`config.mk`:
```
export PLATFORM = sky130hd
export DESIGN_NAME = busCtrl
export DESIGN_NICKNAME = d
export VERILOG_FILES = /design/src/hw/coherencePkg.sv /design/src/hw/busPkg.sv /design/src/hw/busCtrl.sv /design/src/hw/coherenceEngine.sv /design/src/hw/instrFetch.sv /design/src/hw/ramArbiter.sv
export SDC_FILE = /design/constraint.sdc
export NUM_CORES = 1
export LEC_CHECK = 0
export BUFFER_PORTS_ARGS = -buffer_cell sky130_fd_sc_hd__buf_2
export CAP_MARGIN = 20
export CORE_AREA = 2 2 196 198
export DETAILED_ROUTE_END_ITERATION = 16
export DIE_AREA = 0 0 198 200
export PLACE_DENSITY_LB_ADDON = 0.2
export SYNTH_ARGS = -nofsm -noshare
export SYNTH_HDL_FRONTEND = slang
export SYNTH_SLANG_ARGS = --single-unit
export TNS_END_PERCENT = 100
```
`constraint.sdc`:
```
create_clock -name CLK -period 5.7 [get_ports CLK]
set_input_delay 1.14 -clock CLK [delete_from_list [all_inputs] [get_ports CLK]]
set_output_delay 1.14 -clock CLK [all_outputs]
set_load 0.05 [all_outputs]
```
`src/hw/coherencePkg.sv`:
```
package coherencePkg;

    // index of one of the two cores
    typedef logic [0:0] coreT;

    // coherence engine states
    typedef enum logic [2:0] {
        IDLE,
        SNOOP,
        DECIDE,
        PEERWB,
        READ,
        EVICT
    } cohStateT;

endpackage

```
`src/hw/busPkg.sv`:
```
package busPkg;

    // one RAM data word and one byte address
    typedef logic [31:0] wordT;
    typedef logic [31:0] addrT;

    // condition reported by the RAM each cycle
    typedef enum logic [1:0] {
        FREE,
        BUSY,
        ACCESS,
        ERROR
    } ramStateT;

    // block geometry
    localparam int WORD_BYTES = 4;
    localparam int BLOCK_WORDS = 2;

    // address bit that picks the word inside a block
    localparam int WORD_SEL_BIT = $clog2(WORD_BYTES);

endpackage
```
`src/hw/busCtrl.sv`:
```
`timescale 1ns/1ps

module busCtrl
    import busPkg::*;
(
    input  logic     CLK,
    input  logic     nRST,
    input  logic     iREN [2],
    input  addrT     iaddr [2],
    output logic     iwait [2],
    output wordT     iload [2],
    input  logic     dREN [2],
    input  logic     dWEN [2],
    input  addrT     daddr [2],
    input  wordT     dstore [2],
    output logic     dwait [2],
    output wordT     dload [2],
    input  logic     cctrans [2],
    input  logic     ccwrite [2],
    output logic     ccwait [2],
    output logic     ccinv [2],
    output addrT     ccsnoopaddr [2],
    output logic     ramREN,
    output logic     ramWEN,
    output addrT     ramaddr,
    output wordT     ramstore,
    input  wordT     ramload,
    input  ramStateT ramState
);

    // engine to arbiter
    logic engReq;
    logic engWrite;
    logic engLast;
    logic engBusy;
    logic engDone;
    addrT engAddr;
    wordT engStore;

    // fetch to arbiter
    logic fetReq;
    logic fetLast;
    logic fetDone;
    addrT fetAddr;

    ramArbiter ramArbiter_i (
        .CLK      (CLK),
        .nRST     (nRST),
        .engReq   (engReq),
        .engWrite (engWrite),
        .engLast  (engLast),
        .engBusy  (engBusy),
        .engAddr  (engAddr),
        .engStore (engStore),
        .engDone  (engDone),
        .fetReq   (fetReq),
        .fetLast  (fetLast),
        .fetAddr  (fetAddr),
        .fetDone  (fetDone),
        .ramREN   (ramREN),
        .ramWEN   (ramWEN),
        .ramaddr  (ramaddr),
        .ramstore (ramstore),
        .ramState (ramState)
    );

    instrFetch instrFetch_i (
        .CLK     (CLK),
        .nRST    (nRST),
        .iREN    (iREN),
        .iaddr   (iaddr),
        .iwait   (iwait),
        .iload   (iload),
        .fetReq  (fetReq),
        .fetLast (fetLast),
        .fetAddr (fetAddr),
        .fetDone (fetDone),
        .ramload (ramload)
    );

    coherenceEngine coherenceEngine_i (
        .CLK         (CLK),
        .nRST        (nRST),
        .dREN        (dREN),
        .dWEN        (dWEN),
        .cctrans     (cctrans),
        .ccwrite     (ccwrite),
        .daddr       (daddr),
        .dstore      (dstore),
        .dwait       (dwait),
        .ccwait      (ccwait),
        .ccinv       (ccinv),
        .dload       (dload),
        .ccsnoopaddr (ccsnoopaddr),
        .engReq      (engReq),
        .engWrite    (engWrite),
        .engLast     (engLast),
        .engBusy     (engBusy),
        .engAddr     (engAddr),
        .engStore    (engStore),
        .engDone     (engDone),
        .ramload     (ramload)
    );

endmodule

```
`src/hw/coherenceEngine.sv`:
```
`timescale 1ns/1ps

module coherenceEngine
    import busPkg::*, coherencePkg::*;
(
    input  logic CLK,
    input  logic nRST,
    input  logic dREN [2],
    input  logic dWEN [2],
    input  logic cctrans [2],
    input  logic ccwrite [2],
    input  addrT daddr [2],
    input  wordT dstore [2],
    output logic dwait [2],
    output logic ccwait [2],
    output logic ccinv [2],
    output wordT dload [2],
    output addrT ccsnoopaddr [2],
    output logic engReq,
    output logic engWrite,
    output logic engLast,
    output logic engBusy,
    output addrT engAddr,
    output wordT engStore,
    input  logic engDone,
    input  wordT ramload
);

    cohStateT state;
    cohStateT nextState;
    coreT     req;
    coreT     peer;
    coreT     pick;
    logic     isWrite;
    logic     peerDirty;
    logic     [$clog2(BLOCK_WORDS)-1:0] wordCnt;
    logic     lastWord;
    logic     anyReq;
    logic     evict;
    logic     snooping;
    logic     dataWordDone;
    addrT     secondAddr;
    addrT     snoopAddr;

    assign peer = ~req;

    // block size is a power of two
    assign lastWord = &wordCnt;

    // data before instructions, core 0 before core 1
    assign anyReq = dREN[0] | dWEN[0] | dREN[1] | dWEN[1];
    assign pick   = coreT'(~(dREN[0] | dWEN[0]));
    assign evict  = dWEN[pick] & cctrans[pick];

    always_comb begin
        nextState = state;
        case (state)
            IDLE: begin
                if (anyReq) begin
                    nextState = evict ? EVICT : SNOOP;
                end
            end
            SNOOP: nextState = DECIDE;
            // peer answers one cycle after ccwait rises
            DECIDE: nextState = ccwrite[peer] ? PEERWB : READ;
            PEERWB: begin
                if (engDone && lastWord) begin
                    nextState = READ;
                end
            end
            READ, EVICT: begin
                if (engDone && lastWord) begin
                    nextState = IDLE;
                end
            end
            default: nextState = IDLE;
        endcase
    end

    always_ff @(posedge CLK, negedge nRST) begin
        if (!nRST) begin
            state     <= IDLE;
            req       <= '0;
            isWrite   <= 1'b0;
            peerDirty <= 1'b0;
            wordCnt   <= '0;
        end else begin
            state <= nextState;
            case (state)
                IDLE: begin
                    if (anyReq) begin
                        req       <= pick;
                        isWrite   <= dWEN[pick];
                        peerDirty <= 1'b0;
                        wordCnt   <= '0;
                    end
                end
                DECIDE: peerDirty <= ccwrite[peer];
                PEERWB, READ, EVICT: begin
                    // wraps to zero after the last word
                    if (engDone) begin
                        wordCnt <= wordCnt + 1'b1;
                    end
                end
                default: ;
            endcase
        end
    end

    // RAM side
    assign engReq   = (state == PEERWB) | (state == READ) | (state == EVICT);
    assign engWrite = (state == PEERWB) | (state == EVICT);
    assign engLast  = ((state == READ) | (state == EVICT)) & lastWord;
    assign engAddr  = (state == PEERWB) ? daddr[peer] : daddr[req];
    assign engStore = (state == PEERWB) ? dstore[peer] : dstore[req];

    // keeps fetch off the RAM from accept through the last word
    assign engBusy = (state != IDLE) | anyReq;

    // snoop side, second peer word gets the other half of the block
    assign snooping   = (state == SNOOP) | (state == DECIDE) |
                        ((state == PEERWB) & peerDirty);
    assign secondAddr = daddr[req] ^ (addrT'(1) << WORD_SEL_BIT);
    assign snoopAddr  = ((state == PEERWB) && lastWord) ? secondAddr : daddr[req];

    assign dataWordDone = ((state == READ) | (state == EVICT)) & engDone;

    always_comb begin
        for (int c = 0; c < 2; c++) begin
            ccwait[c]      = snooping & (peer == coreT'(c));
            ccsnoopaddr[c] = (snooping && peer == coreT'(c)) ? snoopAddr : '0;
            // write miss takes ownership, so drop the peer copy
            ccinv[c] = (peer == coreT'(c)) & isWrite & (state == READ) &
                       engDone & lastWord;
            dwait[c] = (dREN[c] | dWEN[c]) & ~(dataWordDone & (req == coreT'(c)));
            dload[c] = ramload;
        end
    end

endmodule

```
`src/hw/instrFetch.sv`:
```
`timescale 1ns/1ps

module instrFetch
    import busPkg::*;
(
    input  logic CLK,
    input  logic nRST,
    input  logic iREN [2],
    input  addrT iaddr [2],
    output logic iwait [2],
    output wordT iload [2],
    output logic fetReq,
    output logic fetLast,
    output addrT fetAddr,
    input  logic fetDone,
    input  wordT ramload
);

    logic busy;
    logic cur;
    logic curLatched;

    // core 0 first, then hold the choice until the word is back
    assign cur = busy ? curLatched : ~iREN[0];

    assign fetReq  = busy | iREN[0] | iREN[1];
    assign fetAddr = iaddr[cur];
    // single word fetch, so every granted word is the last
    assign fetLast = fetReq;

    always_comb begin
        for (int c = 0; c < 2; c++) begin
            iwait[c] = iREN[c] & ~(fetDone & (cur == c[0]));
            iload[c] = ramload;
        end
    end

    always_ff @(posedge CLK, negedge nRST) begin
        if (!nRST) begin
            busy       <= 1'b0;
            curLatched <= 1'b0;
        end else begin
            busy       <= fetReq & ~fetDone;
            curLatched <= cur;
        end
    end

endmodule

```
`src/hw/ramArbiter.sv`:
```
`timescale 1ns/1ps

module ramArbiter
    import busPkg::*;
(
    input  logic     CLK,
    input  logic     nRST,
    input  logic     engReq,
    input  logic     engWrite,
    input  logic     engLast,
    input  logic     engBusy,
    input  addrT     engAddr,
    input  wordT     engStore,
    output logic     engDone,
    input  logic     fetReq,
    input  logic     fetLast,
    input  addrT     fetAddr,
    output logic     fetDone,
    output logic     ramREN,
    output logic     ramWEN,
    output addrT     ramaddr,
    output wordT     ramstore,
    input  ramStateT ramState
);

    logic busy;
    logic ownerEng;
    logic selEng;
    logic selReq;
    logic selLast;
    logic access;

    // between transactions a pending engine transaction beats fetch
    assign selEng = busy ? ownerEng : (engReq | engBusy);
    assign access = (ramState == ACCESS);

    assign ramREN   = selEng ? (engReq & ~engWrite) : fetReq;
    assign ramWEN   = selEng & engReq & engWrite;
    assign ramaddr  = selEng ? engAddr : fetAddr;
    // fetch never writes
    assign ramstore = engStore;

    assign engDone = selEng & engReq & access;
    assign fetDone = ~selEng & fetReq & access;

    assign selReq  = selEng ? engReq : fetReq;
    assign selLast = selEng ? engLast : fetLast;

    // grant stays with the owner until its last word completes
    always_ff @(posedge CLK, negedge nRST) begin
        if (!nRST) begin
            busy     <= 1'b0;
            ownerEng <= 1'b0;
        end else if (!busy) begin
            if (selReq && !((engDone || fetDone) && selLast)) begin
                busy     <= 1'b1;
                ownerEng <= selEng;
            end
        end else if ((engDone || fetDone) && selLast) begin
            busy <= 1'b0;
        end
    end

endmodule

```
==> results.yml, run 1 <==
synthesis:
  syn_inst: 446
  synth_ff_type: "dfrtp_1"
  syn_avg_cell_area_um2: 8.15
  ys_seq_area_share_pct: 7.57
  synth_seq_cells: 11
  syn-num-nets: 684
  synth-edff-count: 0
  ys_warn_count: 0
  synthesis.area_mm2: 0.00364
  yosys.cell_types.count: 39
  async_reset_ff_share_pct: 100
route:
  first_pass_iters: 4
  drt_iter0_markers: 114
  vias_per_cell: 3.34
  drcViolationCount: 0
  drt-total-wl_um: 18400
  postRouteAntennaNets: 0
  route.vias.total: 3890
  wl_per_cell_um: 15.8
finish:
  drive_gt1_share_pct: 60.8
  final-seq-area_um2: 275
  n_fill_cell: 4377
  multiInputGateArea_mm2: 0.00229
  mostFrequentLayoutCells: "buf_2, mux2i_1, and2_1"
  syn_to_final_growth_pct: 41.0
  layout_commonest_cell: "buf_2"
  instances_no_fill: 1165
  nNetsFinal: 892
global_route:
  grt_pass1_vias: 3782
  antenna_found_initial: 1
  grt.total_usage_pct: 8.21
  grt_max_degree: 46
  gr-total-overflow: 0
  grt_pass1_wl_um: 23900
die:
  coreArea_mm2: 0.0374
  initial_core_util_pct: 9.72
  num_rows: 71
  dieWidth_um: 198
  dieArea_mm2: 0.0396
  dieHeight_um: 200
  io_pins: 504
sta:
  tightest_slew_ns: 0.734
  fmax_mhz: 221
  relSlewSlack_pct: 51.1
  hold_viol_final: 0
  tns_ns: 0
  setup_viol_count_final: 0
  skew_ns: 0.00214
  post-route-period-util_pct: 79.3
  slew_violations: 0
  post-route-min-period_ns: 4.52
  rsz0062_at_grt: "false"
clock_network:
  cts_tree: "done"
  cts_buffer_depth: 2
  cts_hold_buf: 0
  cts-resized-gates: 0
  clk_latency_ns: 0.24
  clk_pin_slew_ns: 0.04
  htreeDepth: 1
  cts_buffers: 3
  clock-sinks: 11
  cts_setup_buffers: 0
  cts_root_buffer: "clkbuf_16"
setup_path:
  cp_num_buf_inv: 3
  slowest_stage: "or4_1"
  cp_common_cell: "buf_2"
  criticalPathCategory: "primary input to primary output"
  slowest_delay_ns: 0.67
  crit_chain: "buf_2, or4_1, o31ai_4, buf_4, mux2i_1, buf_2"
  cpLargestDelayFamily: "buffers and inverters"
  end_kind: "primary output"
  crit_required_ns: 4.56
  worstPathArrival_ns: 3.38
  path_max_fanout: 35
  start_kind: "primary input"
power_and_ir_drop:
  leakage_nw: 2.72
  irDropWorstVdd_v: 0.000205
  powerDensity_mw_per_mm2: 625
status:
  outcome: "completed"
placed_design:
  place_congestion: 0.718
  place_inst: 1160
  port-buffer-count: 343
  hpwlAfterDp_um: 16100
flow_run:
  drv_cap: 0
worst_hold_path:
  hp-class: "flip-flop to flip-flop"
state kept, by name, indices dropped and copies added, names as in the netlist:
name                         count
coherenceEngine_i.state          3
coherenceEngine_i.lastWord       1
instrFetch_i.curLatched          1
ramArbiter_i.ownerEng            1
coherenceEngine_i.isWrite        1
coherenceEngine_i.req            1
coherenceEngine_i.peerDirty      1
instrFetch_i.busy                1
ramArbiter_i.busy                1
synthesized netlist by cell type (all sizes together), types with 2 or more instances:
cell    instances  area, µm²
nand2b          2       12.5
nor2           19       71.3
a21oi           4       20.0
and2           63        394
or3             2       12.5
clkbuf         12       45.0
nor4            3       18.8
a211oi          2       15.0
a31oi           3       18.8
mux2           32        360
inv             7       26.3
buf           140       1040
o21ai          10       50.1
mux2i          99        991
nand3b          2       15.0
o221a           2       22.5
nor2b           8       50.1
nand2           4       15.0
nor3            4       20.0
dfrtp          11        275
report_power, final:
group | internal (mW) | switching, mW | total, mW
logic | 0.832 | 2.06 | 2.89
clock network | 0.0942 | 0.0372 | 0.131
registers | 0.114 | 0.0674 | 0.181
layout make-up:
type                            instances  area share, %
Antenna cell                            1         0.0488
Clock buffer                            4           1.54
Inverter                                7          0.512
Multi-Input combinational cell        276           44.6
Sequential cell                        11           5.37
Tap cell                              511           12.5
Timing Repair Buffer                  355           35.5
metal layers:
layer / GRT usage (%) / wire [µm]
met1: 9.06 / 6900
met2: 15.9 / 9480
met3: 2.13 / 1780
met4: 1.42 / 239
met5: 0 / 0
worst paths after layout:
path,from,to,slack [ns],cells past startpoint
worst max-delay path,dWEN[1],ramaddr[17],1.18,6
worst min register to register,coherenceEngine_i.isWrite,coherenceEngine_i.isWrite,0.53,2
min in group asynchronous,nRST,ramArbiter_i.ownerEng,0.79,1
max in group asynchronous,nRST,coherenceEngine_i.req,4.67,1
worst min-delay path,coherenceEngine_i.isWrite,coherenceEngine_i.isWrite,0.53,2
worst max register to register,coherenceEngine_i.state[2],ramArbiter_i.busy,3.21,5
metrics by stage:
step           worst slack [ns]  utilization (%)  power (mW)  instance area, µm²  hold WS [ns]
6_report                   1.18             13.7        3.20                5130         0.529
5_1_grt                    1.08             13.7        3.38                5130         0.571
4_1_cts                    1.17             13.7        3.25                5120         0.530
3_5_place_dp               1.18             13.5        3.11                5050         0.513
3_3_place_gp               1.28             13.5        3.12                5050         0.525
2_1_floorplan              1.30                -        2.58                3640         0.467
logic make-up after synthesis:
logic type	synth area share [%]
compound gates	6.40
xor+xnor	0.688
buf+inv	30.6
flops	7.57
mux	37.2
simple gates	17.6
tightest hold or removal path, stage by stage (launching register included):
cell and delay [ns]:
dfrtp_1 0.35, o21ai_0 0.08, o21ai_0 0.06
Note: power is estimated with default switching activity, not from simulation.
==> run 2: changes to the inputs <==
--- a/config.mk
+++ b/config.mk
@@ -7,9 +7,9 @@
 export LEC_CHECK = 0
 export BUFFER_PORTS_ARGS = -buffer_cell sky130_fd_sc_hd__buf_2
 export CAP_MARGIN = 20
-export CORE_AREA = 2 2 196 198
+export CORE_AREA = 2 2 194 196
 export DETAILED_ROUTE_END_ITERATION = 16
-export DIE_AREA = 0 0 198 200
+export DIE_AREA = 0 0 196 198
 export PLACE_DENSITY_LB_ADDON = 0.2
 export SYNTH_ARGS = -nofsm -noshare
 export SYNTH_HDL_FRONTEND = slang
==> constraint.sdc (replaced) <==
create_clock -name CLK -period 3.8 [get_ports CLK]
set_input_delay 0.76 -clock CLK [delete_from_list [all_inputs] [get_ports CLK]]
set_output_delay 0.76 -clock CLK [all_outputs]
set_load 0.05 [all_outputs]
==> results.yml, run 2 (synthesis gave the netlist of run 1 again) <==
power_and_ir_drop:
  leakage_nw: 2.77
  irDropWorstVdd_v: 0.000420
  powerDensity_mw_per_mm2: 940
die:
  coreArea_mm2: 0.0370
  io_pins: 504
  initial_core_util_pct: 9.84
  num_rows: 71
  dieArea_mm2: 0.0388
  dieWidth_um: 196
  dieHeight_um: 198
worst_hold_path:
  hp-class: "primary input to asynchronous set/reset pin"
clock_network:
  cts_buffers: 3
  clock-sinks: 11
  cts_tree: "done"
  htreeDepth: 1
  clk_pin_slew_ns: 0.04
  clk_latency_ns: 0.24
  cts-resized-gates: 0
  cts_setup_buffers: 0
  cts_buffer_depth: 2
  cts_root_buffer: "clkbuf_16"
  cts_hold_buf: 0
setup_path:
  crit_required_ns: 3.04
  r2r_cells: 6
  path_max_fanout: 20
  end_kind: "primary output"
  start_kind: "primary input"
  startpoint: "dWEN[1]"
  r2r_start: "coherenceEngine_i.state[2]"
  criticalPathCategory: "primary input to primary output"
  worstPathArrival_ns: 2.70
global_route:
  grt_max_degree: 34
  grt_pass1_vias: 3745
  gr-total-overflow: 0
  antenna_found_initial: 0
  grt.total_usage_pct: 7.66
  grt_pass1_wl_um: 22100
route:
  route.vias.total: 3901
  drcViolationCount: 0
  wl_per_cell_um: 14.7
  drt-total-wl_um: 16600
  drt_iter0_markers: 70
  vias_per_cell: 3.44
  first_pass_iters: 4
  postRouteAntennaNets: 0
finish:
  syn_to_final_growth_pct: 43.3
  mostFrequentLayoutCells: "buf_2, mux2i_1, and2_1"
  final_cell_area_mm2: 0.00521
  layout_commonest_cell: "buf_2"
  largest_register_ff_count: 3
  nNetsFinal: 897
  top_register: "coherenceEngine_i.state"
  drive_gt1_share_pct: 61.1
sta:
  setup_viol_count_final: 0
  fmax_mhz: 289
  post-route-period-util_pct: 91.1
  rsz0062_at_grt: "false"
  tns_ns: 0
  hold_viol_final: 0
  tightest_slew_ns: 0.857
  post-route-min-period_ns: 3.46
  slew_violations: 0
  fin_hold_ws_ns: 0.398
  skew_ns: 0.000845
  relSlewSlack_pct: 42.3
placed_design:
  hpwlAfterDp_um: 14400
  place_area_mm2: 0.00513
  port-buffer-count: 343
  place_congestion: 0.749
status:
  outcome: "completed"
flow_run:
  drv_cap: 0
-- run 2: cell types whose count changed in the layout (fill, tap and decap cells not counted), sizes merged --
| cell | delta |
|---|---|
| buf | +5 |
-- run 2: layout make-up --
cell class	instances	area, µm²
fill	4254	31700
tap	474	593
sequential	11	275
inverter	7	26.3
clock buffer	4	78.8
antenna	1	2.50
multi-input combinational	276	2290
timing repair buffer	360	1950
-- run 2: worst paths after layout --
path                                               end  slack [ns]
setup / recovery                           ramaddr[15]        0.34
hold / removal                       instrFetch_i.busy        0.40
setup reg to reg                     ramArbiter_i.busy        1.60
hold reg to reg            coherenceEngine_i.peerDirty        0.51
max in group asynchronous   coherenceEngine_i.state[2]        3.18
min in group CLK           coherenceEngine_i.peerDirty        0.51
-- run 2: worst max-delay path, stage by stage --
cell and delay [ns]:
buf_2 0.13, or4_1 0.69, o31ai_4 0.36, buf_12 0.23, mux2i_1 0.21, buf_2 0.28
-- run 2: metrics by stage --
stage / std cells / setup WS [ns] / power, mW / utilization, %
6_report: 1133 / 0.337 / 4.90 / 14.1
5_1_grt: 1132 / 0.216 / 5.17 / 14.1
4_1_cts: 1132 / 0.296 / 4.98 / 14.1
3_5_place_dp: 1128 / 0.299 / 4.77 / 13.9
3_3_place_gp: 1128 / 0.326 / 4.80 / 13.9
2_1_floorplan: 446 / 0.158 / 3.86 / -
-- run 2: metal layers --
| layer | vias up | track usage [%] | wire [µm] |
|---|---|---|---|
| met2 | 340 | 15.2 | 8740 |
| met1 | 1719 | 7.94 | 5940 |
| met5 | - | 0 | 0 |
| li1 | 1825 | - | - |
| met4 | 0 | 2.22 | 391 |
| met3 | 17 | 1.77 | 1560 |
-- run 2: power breakdown --
part / leakage [nW] / switching [mW] / internal, mW
Clock: 0.0382 / 0.0536 / 0.141
Combinational: 2.61 / 3.08 / 1.38
Sequential: 0.130 / 0.0646 / 0.171
Total: 2.77 / 3.20 / 1.70
==> run 3: changes to the inputs <==
--- a/config.mk
+++ b/config.mk
@@ -7,6 +7,8 @@
 export LEC_CHECK = 0
 export BUFFER_PORTS_ARGS = -buffer_cell sky130_fd_sc_hd__buf_2
 export CAP_MARGIN = 20
+export CELL_PAD_IN_SITES_DETAIL_PLACEMENT = 2
+export CELL_PAD_IN_SITES_GLOBAL_PLACEMENT = 2
 export CORE_AREA = 2 2 194 196
 export DETAILED_ROUTE_END_ITERATION = 16
 export DIE_AREA = 0 0 196 198
==> results.yml, run 3 (synthesis gave the netlist of run 1 again) <==
sta:
  post-route-min-period_ns: 3.39
  fin_ws_ns: 0.411
  fmax_mhz: 295
  post-route-period-util_pct: 89.2
  tightest_slew_ns: 0.500
  skew_ns: 0.00306
  setup_viol_count_final: 0
  hold_viol_final: 0
  tns_ns: 0
  relSlewSlack_pct: 66.4
  slew_violations: 0
  fin_hold_ws_ns: 0.405
  rsz0062_at_grt: "false"
route:
  drcViolationCount: 0
  drt-total-wl_um: 18400
  route.vias.total: 3923
  wl_per_cell_um: 16.2
  drt_iter0_markers: 50
  postRouteAntennaNets: 0
  vias_per_cell: 3.47
  first_pass_iters: 4
finish:
  finish.utilization_pct: 13.9
  final_cell_area_mm2: 0.00514
  drive_gt1_share_pct: 61.0
  syn_to_final_growth_pct: 41.3
  mostFrequentLayoutCells: "buf_2, mux2i_1, and2_1"
  largest_register_ff_count: 3
  top_register: "coherenceEngine_i.state"
  nNetsFinal: 896
  instances_no_fill: 1132
  layout_commonest_cell: "buf_2"
placed_design:
  place_congestion: 0.675
  hpwlAfterDp_um: 15600
  port-buffer-count: 343
  place_inst: 1127
  place_area_mm2: 0.00505
  post-place-ws_ns: 0.397
power_and_ir_drop:
  leakage_nw: 2.75
  irDropWorstVdd_v: 0.000288
  powerDensity_mw_per_mm2: 935
  power_mw: 4.80
setup_path:
  path_max_fanout: 36
  cp_common_cell: "buf_2"
  worstPathArrival_ns: 2.63
  start_kind: "primary input"
  cp_num_buf_inv: 3
  cpLargestDelayFamily: "buffers and inverters"
  slowest_stage: "or4_1"
  crit_required_ns: 3.04
  criticalPathCategory: "primary input to primary output"
  crit_chain: "buf_2, or4_1, o31ai_4, buf_12, mux2i_1, buf_2"
  slowest_delay_ns: 0.59
  end_kind: "primary output"
die:
  coreArea_mm2: 0.0370
  dieArea_mm2: 0.0388
  dieHeight_um: 198
  initial_core_util_pct: 9.84
  num_rows: 71
  io_pins: 504
  dieWidth_um: 196
clock_network:
  cts_hold_buf: 0
  cts-resized-gates: 0
  clk_pin_slew_ns: 0.05
  cts_root_buffer: "clkbuf_16"
  cts_setup_buffers: 0
  htreeDepth: 1
  cts_buffer_depth: 2
  cts_buffers: 3
  clock-sinks: 11
  clk_latency_ns: 0.24
  cts_tree: "done"
global_route:
  grt-busiest-layer: "met2"
  gr-total-overflow: 0
  gr-usage-met1_pct: 9.08
  use_met2_pct: 17.4
  antenna_found_initial: 0
  grt_pass1_vias: 4430
  grt.total_usage_pct: 8.84
  grt_pass1_wl_um: 26400
  grt_max_degree: 36
  met3_usage_pct: 3.05
worst_hold_path:
  hp-class: "primary input to asynchronous set/reset pin"
status:
  outcome: "completed"
flow_run:
  drv_cap: 0
==> run 3: cell count changes in the layout (fill, tap and decap cells not counted) <==
cell,delta
buf_12,-5
buf_2,+1
buf_4,+3
==> run 3: routing by layer <==
layer  share of wire (%)  vias to the layer above
met4                 1.2                        0
met2                  52                      292
met1                  36                     1781
met3                  11                       24
li1                    -                     1826
met5                   0                        -
==> run 3: worst register-to-register path, delay by kind of cell, from the launching register on <==
family / cells / cell delay [ns]
flops: 1 / 0.44
buf+inv: 2 / 0.53
compound gates: 3 / 0.66
simple gates: 1 / 0.44
==> run 3: cell type report <==
cell class / instances / area [µm²]
diodes: 1 / 2.50
multi-input cells: 276 / 2290
fillers: 4465 / 31800
inverters: 7 / 26.3
flip-flops and latches: 11 / 275
repair buffers: 359 / 1870
well taps: 474 / 593
clock buffers: 4 / 78.8
==> run 3: worst paths after layout <==
kind,start,end,slack (ns),cells after the start
worst max-delay path,dWEN[1],ramaddr[28],0.41,6
worst min-delay path,nRST,instrFetch_i.busy,0.40,1
worst max register to register,coherenceEngine_i.state[1],ramArbiter_i.busy,1.63,6
worst min register to register,ramArbiter_i.ownerEng,ramArbiter_i.ownerEng,0.52,1
max in group asynchronous,nRST,coherenceEngine_i.state[1],3.16,1
min in group CLK,ramArbiter_i.ownerEng,ramArbiter_i.ownerEng,0.52,1
==> run 3: where the power goes <==
group          switching, mW  internal, mW  leakage (nW)  total (mW)
registers             0.0726         0.171         0.130       0.244
logic                   3.07          1.29          2.58        4.36
clock network         0.0555         0.141        0.0382       0.197
total                   3.20          1.60          2.75        4.80
